`src/design/core_defines.svh`:
```
`ifndef CORE_DEFINES_SVH
`define CORE_DEFINES_SVH

// General register file geometry
`define REG_COUNT   32
`define REG_ADDR_W  5

// PC, instruction and CSR data width
`define DATA_W      32

// Configuration port address width
`define CSR_ADDR_W  2

`endif

```
`src/design/isa_pkg.sv`:
```
`include "core_defines.svh"

package isa_pkg;

    typedef enum logic [3:0] {
        OP_ADDU    = 4'd0,
        OP_SUBU    = 4'd1,
        OP_AND     = 4'd2,
        OP_OR      = 4'd3,
        OP_SLL     = 4'd4,
        OP_ADDIU   = 4'd5,
        OP_ORI     = 4'd6,
        OP_LUI     = 4'd7,
        OP_LW      = 4'd8,
        OP_SW      = 4'd9,
        OP_BEQ     = 4'd10,
        OP_BNE     = 4'd11,
        OP_J       = 4'd12,
        OP_JR      = 4'd13,
        OP_ILLEGAL = 4'd15
    } op_e;

    // Decoded instruction as it travels from id1 to issue
    typedef struct packed {
        logic                   valid;
        op_e                    op;
        logic [`DATA_W-1:0]     pc;
        logic [`DATA_W-1:0]     inst;
        logic [`REG_ADDR_W-1:0] rs;
        logic [`REG_ADDR_W-1:0] rt;
        logic [`REG_ADDR_W-1:0] sa;
        logic                   w_reg_ena;
        logic [`REG_ADDR_W-1:0] w_reg_dst;
        logic [15:0]            imme;
        logic [25:0]            j_imme;
        logic                   is_branch;      // BEQ / BNE
        logic                   is_jr;
        logic                   is_j_imme;
        logic                   is_ls;          // LW / SW
        logic                   in_delay_slot;
        logic                   illegal;
    } id_bundle_t;

endpackage

```
`src/design/pipe_pkg.sv`:
```
`include "core_defines.svh"

package pipe_pkg;

    // Instruction word from fetch
    typedef struct packed {
        logic               valid;
        logic [`DATA_W-1:0] pc;
        logic [`DATA_W-1:0] inst;
    } fetch_t;

    // Completed register write from downstream
    typedef struct packed {
        logic                   valid;
        logic [`REG_ADDR_W-1:0] reg_idx;
    } wb_t;

    typedef struct packed {
        logic                   req;
        logic                   we;
        logic [`CSR_ADDR_W-1:0] addr;
        logic [`DATA_W-1:0]     wdata;
    } cfg_req_t;

    typedef struct packed {
        logic               ack;
        logic [`DATA_W-1:0] rdata;
    } cfg_rsp_t;

    typedef enum logic [`CSR_ADDR_W-1:0] {
        CSR_CTRL    = 2'd0,
        CSR_ISSUED  = 2'd1,
        CSR_STALLS  = 2'd2,
        CSR_FLUSHES = 2'd3
    } csr_addr_e;

endpackage

```
`src/design/id1_decoder.sv`:
```
`include "core_defines.svh"

module id1_decoder (
    input  logic                clk,
    input  logic                rst_n_i,
    input  pipe_pkg::fetch_t    fetch_i,
    input  logic                accept_i,
    input  logic                flush_i,
    output isa_pkg::id_bundle_t bundle_o
);
    import isa_pkg::*;

    localparam logic [5:0] OPC_SPECIAL = 6'h00;
    localparam logic [5:0] OPC_J       = 6'h02;
    localparam logic [5:0] OPC_BEQ     = 6'h04;
    localparam logic [5:0] OPC_BNE     = 6'h05;
    localparam logic [5:0] OPC_ADDIU   = 6'h09;
    localparam logic [5:0] OPC_ORI     = 6'h0d;
    localparam logic [5:0] OPC_LUI     = 6'h0f;
    localparam logic [5:0] OPC_LW      = 6'h23;
    localparam logic [5:0] OPC_SW      = 6'h2b;

    localparam logic [5:0] FN_SLL      = 6'h00;
    localparam logic [5:0] FN_JR       = 6'h08;
    localparam logic [5:0] FN_ADDU     = 6'h21;
    localparam logic [5:0] FN_SUBU     = 6'h23;
    localparam logic [5:0] FN_AND      = 6'h24;
    localparam logic [5:0] FN_OR       = 6'h25;

    logic [5:0]             opc;
    logic [5:0]             funct;
    logic [`REG_ADDR_W-1:0] rd;
    op_e                    op;
    logic                   w_ena;
    logic [`REG_ADDR_W-1:0] w_dst;
    logic                   ctrl_xfer;
    logic                   delay_slot_q;

    assign opc   = fetch_i.inst[31:26];
    assign funct = fetch_i.inst[5:0];
    assign rd    = fetch_i.inst[15:11];

    always_comb begin
        op = OP_ILLEGAL;
        case (opc)
            OPC_SPECIAL: begin
                case (funct)
                    FN_ADDU: op = OP_ADDU;
                    FN_SUBU: op = OP_SUBU;
                    FN_AND:  op = OP_AND;
                    FN_OR:   op = OP_OR;
                    FN_SLL:  op = OP_SLL;
                    FN_JR:   op = OP_JR;
                    default: op = OP_ILLEGAL;
                endcase
            end
            OPC_ADDIU: op = OP_ADDIU;
            OPC_ORI:   op = OP_ORI;
            OPC_LUI:   op = OP_LUI;
            OPC_LW:    op = OP_LW;
            OPC_SW:    op = OP_SW;
            OPC_BEQ:   op = OP_BEQ;
            OPC_BNE:   op = OP_BNE;
            OPC_J:     op = OP_J;
            default:   op = OP_ILLEGAL;
        endcase
    end

    always_comb begin
        w_ena = 1'b0;
        w_dst = '0;
        case (op)
            OP_ADDU, OP_SUBU, OP_AND, OP_OR, OP_SLL: begin
                w_ena = 1'b1;
                w_dst = rd;
            end
            OP_ADDIU, OP_ORI, OP_LUI, OP_LW: begin
                w_ena = 1'b1;
                w_dst = fetch_i.inst[20:16];
            end
            default: ;                                 // Stores, jumps, illegal
        endcase
    end

    assign ctrl_xfer = op inside {OP_BEQ, OP_BNE, OP_J, OP_JR};

    // Next accepted instruction sits in the delay slot
    always_ff @(posedge clk) begin
        if (!rst_n_i || flush_i) begin
            delay_slot_q <= 1'b0;
        end else if (accept_i) begin
            delay_slot_q <= ctrl_xfer;
        end
    end

    always_comb begin
        bundle_o               = '0;
        bundle_o.valid         = fetch_i.valid;
        bundle_o.op            = op;
        bundle_o.pc            = fetch_i.pc;
        bundle_o.inst          = fetch_i.inst;
        bundle_o.rs            = fetch_i.inst[25:21];
        bundle_o.rt            = fetch_i.inst[20:16];
        bundle_o.sa            = fetch_i.inst[10:6];
        bundle_o.w_reg_ena     = w_ena;
        bundle_o.w_reg_dst     = w_dst;
        bundle_o.imme          = fetch_i.inst[15:0];
        bundle_o.j_imme        = fetch_i.inst[25:0];
        bundle_o.is_branch     = (op == OP_BEQ) || (op == OP_BNE);
        bundle_o.is_jr         = (op == OP_JR);
        bundle_o.is_j_imme     = (op == OP_J);
        bundle_o.is_ls         = (op == OP_LW) || (op == OP_SW);
        bundle_o.in_delay_slot = delay_slot_q;
        bundle_o.illegal       = (op == OP_ILLEGAL);
    end

endmodule

```
`src/design/id1_id2_reg.sv`:
```
module id1_id2_reg (
    input  logic                clk,
    input  logic                rst_n_i,
    input  logic                flush_i,
    input  logic                stall_i,
    input  isa_pkg::id_bundle_t bundle_i,
    output isa_pkg::id_bundle_t bundle_o
);
    import isa_pkg::*;

    id_bundle_t bundle_q;

    // Flush beats stall
    always_ff @(posedge clk) begin
        if (!rst_n_i || flush_i) begin
            bundle_q <= '0;
        end else if (!stall_i) begin
            if (bundle_i.valid) begin
                bundle_q <= bundle_i;
            end else begin
                bundle_q <= '0;                        // Bubble
            end
        end
    end

    assign bundle_o = bundle_q;

endmodule

```
`src/design/issue_scoreboard.sv`:
```
`include "core_defines.svh"

module issue_scoreboard (
    input  logic                clk,
    input  logic                rst_n_i,
    input  isa_pkg::id_bundle_t bundle_i,
    input  logic                issue_fire_i,
    input  pipe_pkg::wb_t       wb_i,
    output logic                hazard_o
);
    import isa_pkg::*;

    logic [`REG_COUNT-1:0] pending_q;
    logic [`REG_COUNT-1:0] set_vec;
    logic [`REG_COUNT-1:0] clr_vec;
    logic                  reads_rs;
    logic                  reads_rt;
    logic                  rs_busy;
    logic                  rt_busy;

    always_comb begin
        set_vec = '0;
        clr_vec = '0;
        if (issue_fire_i && bundle_i.w_reg_ena && (bundle_i.w_reg_dst != '0)) begin
            set_vec[bundle_i.w_reg_dst] = 1'b1;
        end
        if (wb_i.valid) begin
            clr_vec[wb_i.reg_idx] = 1'b1;
        end
    end

    // Set wins over a same-edge writeback
    always_ff @(posedge clk) begin
        if (!rst_n_i) begin
            pending_q <= '0;
        end else begin
            pending_q <= ((pending_q & ~clr_vec) | set_vec) & ~`REG_COUNT'(1);
        end
    end

    always_comb begin
        reads_rs = 1'b0;
        reads_rt = 1'b0;
        case (bundle_i.op)
            OP_ADDU, OP_SUBU, OP_AND, OP_OR,
            OP_BEQ, OP_BNE, OP_SW: begin
                reads_rs = 1'b1;
                reads_rt = 1'b1;
            end
            OP_SLL:                            reads_rt = 1'b1;
            OP_ADDIU, OP_ORI, OP_LW, OP_JR:    reads_rs = 1'b1;
            default: ;                                 // LUI, J, illegal
        endcase
    end

    assign rs_busy  = reads_rs && pending_q[bundle_i.rs];
    assign rt_busy  = reads_rt && pending_q[bundle_i.rt];
    assign hazard_o = bundle_i.valid && (rs_busy || rt_busy);

endmodule

```
`src/design/issue_csr.sv`:
```
`include "core_defines.svh"

module issue_csr (
    input  logic               clk,
    input  logic               rst_n_i,
    input  pipe_pkg::cfg_req_t cfg_i,
    output pipe_pkg::cfg_rsp_t cfg_o,
    input  logic               issue_fire_i,
    input  logic               hazard_stall_i,
    input  logic               flush_event_i,
    output logic               issue_en_o
);
    import pipe_pkg::*;

    logic               ack_q;
    logic               issue_en_q;
    logic [`DATA_W-1:0] issued_q;
    logic [`DATA_W-1:0] stalls_q;
    logic [`DATA_W-1:0] flushes_q;
    logic [`DATA_W-1:0] rdata_q;
    logic [`DATA_W-1:0] rd_word;
    logic               access;
    csr_addr_e          addr;

    function automatic logic [`DATA_W-1:0] sat_inc(input logic [`DATA_W-1:0] v);
        return (&v) ? v : v + 1'b1;
    endfunction

    assign access = cfg_i.req && !ack_q;               // New request not yet acked
    assign addr   = csr_addr_e'(cfg_i.addr);

    always_comb begin
        case (addr)
            CSR_CTRL:    rd_word = {{(`DATA_W-1){1'b0}}, issue_en_q};
            CSR_ISSUED:  rd_word = issued_q;
            CSR_STALLS:  rd_word = stalls_q;
            CSR_FLUSHES: rd_word = flushes_q;
            default:     rd_word = '0;
        endcase
    end

    // Four-phase slave with ack held until req drops
    always_ff @(posedge clk) begin
        if (!rst_n_i) begin
            ack_q      <= 1'b0;
            issue_en_q <= 1'b1;
        end else begin
            if (access) begin
                ack_q <= 1'b1;
                if (cfg_i.we && (addr == CSR_CTRL)) begin
                    issue_en_q <= cfg_i.wdata[0];
                end
            end else if (!cfg_i.req) begin
                ack_q <= 1'b0;
            end
        end
    end

    always_ff @(posedge clk) begin
        if (!rst_n_i) begin
            issued_q  <= '0;
            stalls_q  <= '0;
            flushes_q <= '0;
        end else begin
            if (issue_fire_i)   issued_q  <= sat_inc(issued_q);
            if (hazard_stall_i) stalls_q  <= sat_inc(stalls_q);
            if (flush_event_i)  flushes_q <= sat_inc(flushes_q);
        end
    end

    always_ff @(posedge clk) begin
        if (access) begin
            rdata_q <= rd_word;                        // Captured with the ack
        end
    end

    assign cfg_o.ack   = ack_q;
    assign cfg_o.rdata = rdata_q;
    assign issue_en_o  = issue_en_q;

endmodule

```
`src/design/decode_issue_top.sv`:
```
module decode_issue_top (
    input  logic                clk,
    input  logic                rst_n_i,
    input  pipe_pkg::fetch_t    fetch_i,
    output logic                fetch_ready_o,
    input  logic                flush_i,
    input  pipe_pkg::wb_t       wb_i,
    output isa_pkg::id_bundle_t issue_o,
    output logic                issue_valid_o,
    input  logic                issue_ready_i,
    input  pipe_pkg::cfg_req_t  cfg_i,
    output pipe_pkg::cfg_rsp_t  cfg_o
);
    import isa_pkg::*;

    id_bundle_t id1_bundle;
    id_bundle_t id2_bundle;
    logic       hazard;
    logic       issue_en;
    logic       stall;
    logic       accept;
    logic       issue_fire;

    // Single stall source for the register and fetch
    assign stall = id2_bundle.valid && (hazard || !issue_ready_i || !issue_en);

    assign fetch_ready_o = !stall;
    assign accept        = fetch_i.valid && fetch_ready_o;
    assign issue_valid_o = id2_bundle.valid && !hazard && issue_en;
    assign issue_fire    = issue_valid_o && issue_ready_i;
    assign issue_o       = id2_bundle;

    id1_decoder u_dec (
        .clk      (clk),
        .rst_n_i  (rst_n_i),
        .fetch_i  (fetch_i),
        .accept_i (accept),
        .flush_i  (flush_i),
        .bundle_o (id1_bundle)
    );

    id1_id2_reg u_id2_reg (
        .clk      (clk),
        .rst_n_i  (rst_n_i),
        .flush_i  (flush_i),
        .stall_i  (stall),
        .bundle_i (id1_bundle),
        .bundle_o (id2_bundle)
    );

    issue_scoreboard u_sb (
        .clk          (clk),
        .rst_n_i      (rst_n_i),
        .bundle_i     (id2_bundle),
        .issue_fire_i (issue_fire),
        .wb_i         (wb_i),
        .hazard_o     (hazard)
    );

    issue_csr u_csr (
        .clk            (clk),
        .rst_n_i        (rst_n_i),
        .cfg_i          (cfg_i),
        .cfg_o          (cfg_o),
        .issue_fire_i   (issue_fire),
        .hazard_stall_i (id2_bundle.valid && hazard),
        .flush_event_i  (flush_i && id2_bundle.valid),
        .issue_en_o     (issue_en)
    );

endmodule

```
`config.mk`:
```
export PLATFORM = sky130hd
export DESIGN_NAME = decode_issue_top
export DESIGN_NICKNAME = d
export VERILOG_FILES = /design/src/design/isa_pkg.sv /design/src/design/pipe_pkg.sv /design/src/design/id1_decoder.sv /design/src/design/id1_id2_reg.sv /design/src/design/issue_scoreboard.sv /design/src/design/issue_csr.sv /design/src/design/decode_issue_top.sv
export VERILOG_INCLUDE_DIRS = /design/src /design/src/design
export SDC_FILE = /design/constraint.sdc
export NUM_CORES = 1
export LEC_CHECK = 0
export BUFFER_PORTS_ARGS = -buffer_cell sky130_fd_sc_hd__buf_2
export CAP_MARGIN = 20
export CORE_UTILIZATION = 45
export CTS_CLUSTER_SIZE = 28
export DETAILED_ROUTE_END_ITERATION = 6
export PLACE_DENSITY = 0.66
export SYNTH_ARGS = -nofsm -noshare
export SYNTH_HDL_FRONTEND = slang
export SYNTH_SLANG_ARGS = --single-unit
```
`constraint.sdc`:
```
create_clock -name clk -period 4.75 [get_ports clk]
set_clock_uncertainty 0.2 [all_clocks]
set_input_delay 0.2375 -clock clk [delete_from_list [all_inputs] [get_ports clk]]
set_output_delay 0.2375 -clock clk [all_outputs]
set_load 0.02 [all_outputs]
```
Word-level counts from Yosys, hierarchy flattened
Cells that the tools add are included.
{"block": "totals", "ff_bits": 301, "in_bits": 111, "out_inout_bits": 173, "wordCells": 150}
{"block": "op_classes", "n_addsub": 3, "order_cmp": 6, "eq_ne": 42, "mux": 20, "n_bitwise": 6, "n_reduce_logical": 47}
{"op": "2-to-1 mux 138 bit", "count": 1}
{"op": "case mux 32 bit (4 select lines)", "count": 1}
{"op": "adder 32 x 1 -> 32 bit (second input constant)", "count": 3}
{"op": "AND reduction 32 bit", "count": 3}
{"op": "2-to-1 mux 32 bit", "count": 2}
{"op": "== test 4 bit (second input constant)", "count": 12}
{"op": "== test 6 bit (second input constant)", "count": 6}
{"op": "case mux 4 bit (9 select lines)", "count": 1}
{"op": "bitwise AND 32 bit", "count": 1}
{"op": "NOT 32 bit", "count": 1}
{"op": "bitwise OR 32 bit", "count": 1}
{"op": "== test 4 x 3 -> 1 bit (second input constant)", "count": 7}
{"op": "== test 6 x 4 -> 1 bit (second input constant)", "count": 4}
{"op": "< comparator 5 x 6 -> 1 bit (second input constant)", "count": 4}
{"op": "case mux 4 bit (6 select lines)", "count": 1}
{"op": "== test 4 x 2 -> 1 bit (second input constant)", "count": 4}
{"op": "logical AND 1 bit", "count": 16}
{"op": "== test 6 x 3 -> 1 bit (second input constant)", "count": 2}
{"op": "logical NOT 6 bit", "count": 2}
{"op": "OR reduction 11 bit", "count": 1}
{"op": "binary-select mux 1 bit (select 5 bit)", "count": 2}
{"op": "demux 1 bit (select 5 bit)", "count": 2}
{"op": "greater-or-equal comparator 5 x 1 -> 1 bit (second input constant)", "count": 2}
{"op": "case mux 5 bit (2 select lines)", "count": 1}
{"op": "other kinds (18)", "count": 44}

Logic depth before layout (Yosys ltp)
{"block": "depth", "ltp_word": 14, "ltp_mapped": 12, "ltp_nobuf": 9}

Modules after synthesis
Synthesis repeated with hierarchy kept, for this count alone.
{"block": "unflattened", "cells_unflattened": 1759, "area_unflattened_um2": 15429.8}
{"module": "issue_csr", "instances": 1, "cells_each": 711, "area_each_um2": 6581.3, "seq_area_each_um2": 2922.8}
{"module": "id1_id2_reg", "instances": 1, "cells_each": 612, "area_each_um2": 5307.6, "seq_area_each_um2": 2762.6}
{"module": "issue_scoreboard", "instances": 1, "cells_each": 226, "area_each_um2": 1990.7, "seq_area_each_um2": 620.6}
{"module": "id1_decoder", "instances": 1, "cells_each": 201, "area_each_um2": 1492.7, "seq_area_each_um2": 20.0}
{"module": "decode_issue_top", "instances": 1, "cells_each": 9, "area_each_um2": 57.6, "seq_area_each_um2": 0.0}

Least setup slack after synthesis
OpenSTA, ideal clock, no wires.
{"block": "synth_timing", "path_type": "register to register", "startpoint": "reg, netlist name u_id2_reg.bundle_o[29]", "endpoint": "reg u_id2_reg.bundle_q, in the netlist u_id2_reg.bundle_o[4]", "setup_ps": 127, "arrival_time_ps": 2712, "required_ps": 4423, "setup_slack_ps": 1711, "stages_incl_launch_ff": 11, "path_buffers": 3, "synth_period_minus_slack_ps": 3039, "cell_sequence": "dfxtp_1 mux4_1 mux2_2 a211oi_1 o32ai_4 o21a_1 buf_4 buf_6 buf_4 nand3_1 o41ai_2"}
{"item": "end signal: assignment", "line": "id1_id2_reg.sv:19", "text": "bundle_q <= bundle_i;"}
{"item": "end: declaration", "line": "id1_id2_reg.sv:11", "text": "id_bundle_t bundle_q;"}

==> flow_summary.yaml <==
finish:
  layout.nets: 1700
  drive_above_1_share_pct: 23.38
  area_growth_pct: 22.41
  utilization_pct: 56.15
  multiInputGateArea_mm2: 0.005847
  final_cells: 1943
  fillers: 2372
  n_antenna_cell: 0
  final-seq-area_mm2: 0.005185
synth:
  yosysWarnings: 0
  synth_flop_cell: "dfxtp_1"
  synth_edf_count: 32
  syn-num-nets: 1480
  ys_types: 63
  synth_seq_area_share_pct: 43.50
  netlist_area_mm2: 0.01192
  async_flop_share_pct: 0
  syn_area_per_cell_um2: 8.725
  syn_inst: 1366
  yosys_register_bits: 243
sta:
  worst_hold_slack_ps: 16.16
  slew_violations: 0
  worst_slack_ps: 502.0
  hold_viol_final: 0
  grt_setup_unrepaired: "no"
  slew_headroom_pct: 29.60
  setup-tns-final_ps: 0
  setup_violations: 0
  max_freq_ghz: 0.2354
  period_needed_ps: 4248
  worst_pin_slew_ps: 1051
  finalCritPeriodShare_pct: 89.43
global_route:
  grt.overflow.total: 0
  grtUsageTotal_pct: 23.88
  grt_max_degree: 86
  antenna_found_initial: 0
  grt_pass1_vias: 10060
  grt_pass1_wl_um: 52210
route:
  ant_nets: 0
  vias: 10890
  vias_per_cell: 5.605
  drt_iter0_drc: 816
  wl_per_cell_um: 17.16
  drc: 0
  dr.pass1.iters: 5
  drt_wl_total_um: 33340
place:
  place_ws_ps: 862.3
  dp_hpwl_um: 21960
  dp_cells: 1819
  io_buffer_count: 252
  gp_congestion: 0.8736
outcome:
  status: "finished clean"
min_path:
  holdPathStages: 4
  hp-start: "wb_i[0]"
  hold_class: "in -> reg"
  whs_endpoint: "u_sb.pending_q[24]$_SDFF_PN0_"
clock_tree:
  root_buffer: "clkbuf_16"
  clock_latency_ps: 540
  cts.path.max_buffers: 3
  cts_sinks: 243
  cts_max_level: 1
  clk_pin_slew_worst_paths_ps: 70
  cts_resized: 0
  cts_tree: "yes"
  cts_buffers: 28
critical_path:
  end_kind: "output port"
  start_kind: "flop"
  reg2reg_depth: 10
  critPathSlowestCell: "dfxtp_1"
  r2r_end: "u_csr.stalls_q[23]$_SDFFE_PN0P_"
  path_class: "reg -> out"
  path_max_fanout: 82
  critPathMaxStageDelay_ps: 750
  cp.required_ps: 4310
  cp_cell_sequence: "mux4_1, mux2_2, a211oi_1, o32ai_4, o21a_2, inv_2, buf_12, buf_2"
  critPathArrivalTime_ps: 3810
  path_buf_inv: 3
  r2r_setup_slack_ps: 820
  rr_startpoint: "u_id2_reg.bundle_o[29]$_SDFFE_PP0N_"
  crit_family: "compound AO/OA/AOI/OAI gates"
flow_run:
  drv_cap: 0
floorplan:
  die_x_um: 164.7
  die_h_um: 164.7
  start_util_pct: 45.87
  core_area_mm2: 0.02598
  dieArea_mm2: 0.02714
  io_pins: 284
  row_count: 59
pwr:
  p_leak_uw: 0.005674
  powerDensity_mw_per_mm2: 326.7
  irDropWorstVdd_mv: 0.3553
[stage by stage]
step	power (uW)	cell area, um^2
2_1_floorplan	2423	11920
3_3_place_gp	2532	12910
3_5_place_dp	2536	12910
4_1_cts	4807	14590
5_1_grt	4922	14590
6_report	4767	14590
[state kept, by name (all words and copies together) (netlist names)]
register	flops
u_csr.ack_q	1
u_id2_reg.bundle_o	81
u_csr.stalls_q	32
u_dec.delay_slot_q	1
u_csr.issued_q	32
u_csr.rdata_q	32
u_csr.flushes_q	32
u_sb.pending_q	31
u_csr.issue_en_o	1
[what timing repair did]
item                                   CTS  global route
setup buffers                            0             0
endpoints found under the hold margin   96             0
hold buffers                            72             0
[how the worst max path moves through the flow]
stage / start / end / cells past startpoint
floorplan: u_id2_reg.bundle_o[29]$_SDFFE_PP0N_ / u_id2_reg.bundle_o[4]$_SDFFE_PP0N_ / 10
global placement: u_id2_reg.bundle_o[29]$_SDFFE_PP0N_ / u_csr.stalls_q[23]$_SDFFE_PN0P_ / 10
detailed placement: u_id2_reg.bundle_o[29]$_SDFFE_PP0N_ / u_csr.stalls_q[23]$_SDFFE_PN0P_ / 10
CTS: u_id2_reg.bundle_o[29]$_SDFFE_PP0N_ / fetch_ready_o / 8
global route: u_id2_reg.bundle_o[29]$_SDFFE_PP0N_ / fetch_ready_o / 8
finish: u_id2_reg.bundle_o[29]$_SDFFE_PP0N_ / fetch_ready_o / 8
[cell usage after synthesis (4+ instances only)]
| library cell | n | area [um^2] |
|---|---|---|
| nand3b_1 | 11 | 82.58 |
| buf_4 | 61 | 457.9 |
| o22ai_1 | 4 | 25.02 |
| nand4_1 | 22 | 137.6 |
| nand2b_1 | 17 | 106.4 |
| buf_1 | 5 | 18.77 |
| nand2_1 | 150 | 563.0 |
| a32oi_1 | 5 | 43.79 |
| mux2_2 | 29 | 326.6 |
| o211ai_1 | 26 | 195.2 |
| nor4_1 | 6 | 37.54 |
| mux4_2 | 11 | 247.7 |
| dfxtp_1 | 211 | 4224 |
| and2_1 | 7 | 43.79 |
| or4_1 | 4 | 30.03 |
| nor2b_1 | 7 | 43.79 |
| o21ai_0 | 79 | 395.4 |
| and4_1 | 8 | 70.07 |
| buf_2 | 21 | 105.1 |
| a21oi_1 | 125 | 625.6 |
| inv_1 | 17 | 63.81 |
| nor4b_1 | 4 | 35.03 |
| a22o_1 | 31 | 271.5 |
| or3_1 | 39 | 244.0 |
| a31o_2 | 5 | 43.79 |
| nand3_1 | 127 | 635.6 |
| edfxtp_1 | 32 | 960.9 |
| mux2i_1 | 26 | 260.3 |
| xnor2_1 | 27 | 236.5 |
| nor2_1 | 80 | 300.3 |
| nor3_1 | 21 | 105.1 |
| and3_1 | 22 | 137.6 |
| o31ai_1 | 7 | 52.55 |
| clkbuf_1 | 58 | 217.7 |
| xor2_1 | 18 | 157.7 |
[report_power, final]
group	internal (uW)	leakage [uW]	switching (uW)
sequential	2110	0.00203	27.1
combinational	148	0.00318	253
clock	1330	0.000466	896
total	3590	0.00567	1180
[worst reg2reg max path: cells and delay by family (launching register included)]
| kind | cells | cell delay [ps] |
|---|---|---|
| AO/OA/AOI/OAI | 3 | 990 |
| AND/OR/NAND/NOR | 3 | 700 |
| buffers and inverters | 2 | 540 |
| multiplexers | 2 | 660 |
| flip-flops | 1 | 750 |
[layout by cell type, fill, tap and decap left out, types with 5 or more instances in the layout]
| master | n |
|---|---|
| a21oi_1 | 125 |
| a22o_1 | 31 |
| a31o_2 | 5 |
| a32oi_1 | 5 |
| and2_1 | 7 |
| and3_1 | 22 |
| and4_1 | 8 |
| buf_2 | 252 |
| buf_4 | 12 |
| clkbuf_16 | 30 |
| clkinv_2 | 8 |
| dfxtp_1 | 211 |
| dlygate4sd3_1 | 72 |
| edfxtp_1 | 32 |
| inv_1 | 16 |
| mux2_2 | 29 |
| mux2i_1 | 26 |
| mux4_2 | 11 |
| nand2_1 | 150 |
| nand2b_1 | 16 |
| nand3_1 | 127 |
| nand3b_1 | 11 |
| nand4_1 | 22 |
| nor2_1 | 80 |
| nor2b_1 | 5 |
| nor3_1 | 21 |
| nor4_1 | 6 |
| o211ai_1 | 26 |
| o21ai_0 | 78 |
| o31ai_1 | 7 |
| or3_1 | 39 |
| xnor2_1 | 27 |
| xor2_1 | 18 |
[kinds of logic (layout without fill, tap and decap cells)]
logic type               after synthesis  count (layout)  share of synthesized area, %
AO/OA/AOI/OAI                        303             303                         15.46
AND/OR/NAND/NOR                      539             539                         22.63
buffers and inverters                166             408                         7.558
XOR/XNOR                              45              45                         3.307
adder cells (fa/ha/maj)                3               3                        0.3150
multiplexers                          67              67                         7.222
flip-flops                           243             243                         43.50
[per-layer routing]
| layer | track usage, % | vias to the layer above | wire, um |
|---|---|---|---|
| met1 | 32.80 | 5203 | 15080 |
| met3 | 4.370 | 47 | 1985 |
| met4 | 7.173 | 0 | 728 |
| li1 | - | 5295 | - |
| met5 | 0 | - | 0 |
| met2 | 38.03 | 346 | 15540 |
[area by class of cell]
type / instances / share of cell area, %
Multi-Input combinational cell: 957 / 40.07
Timing Repair Buffer: 338 / 14.48
Clock inverter: 18 / 1.261
Clock buffer: 34 / 5.317
Inverter: 18 / 0.4631
Tap cell: 335 / 2.873
Sequential cell: 243 / 35.54
Power figures use the tool's default switching activity.
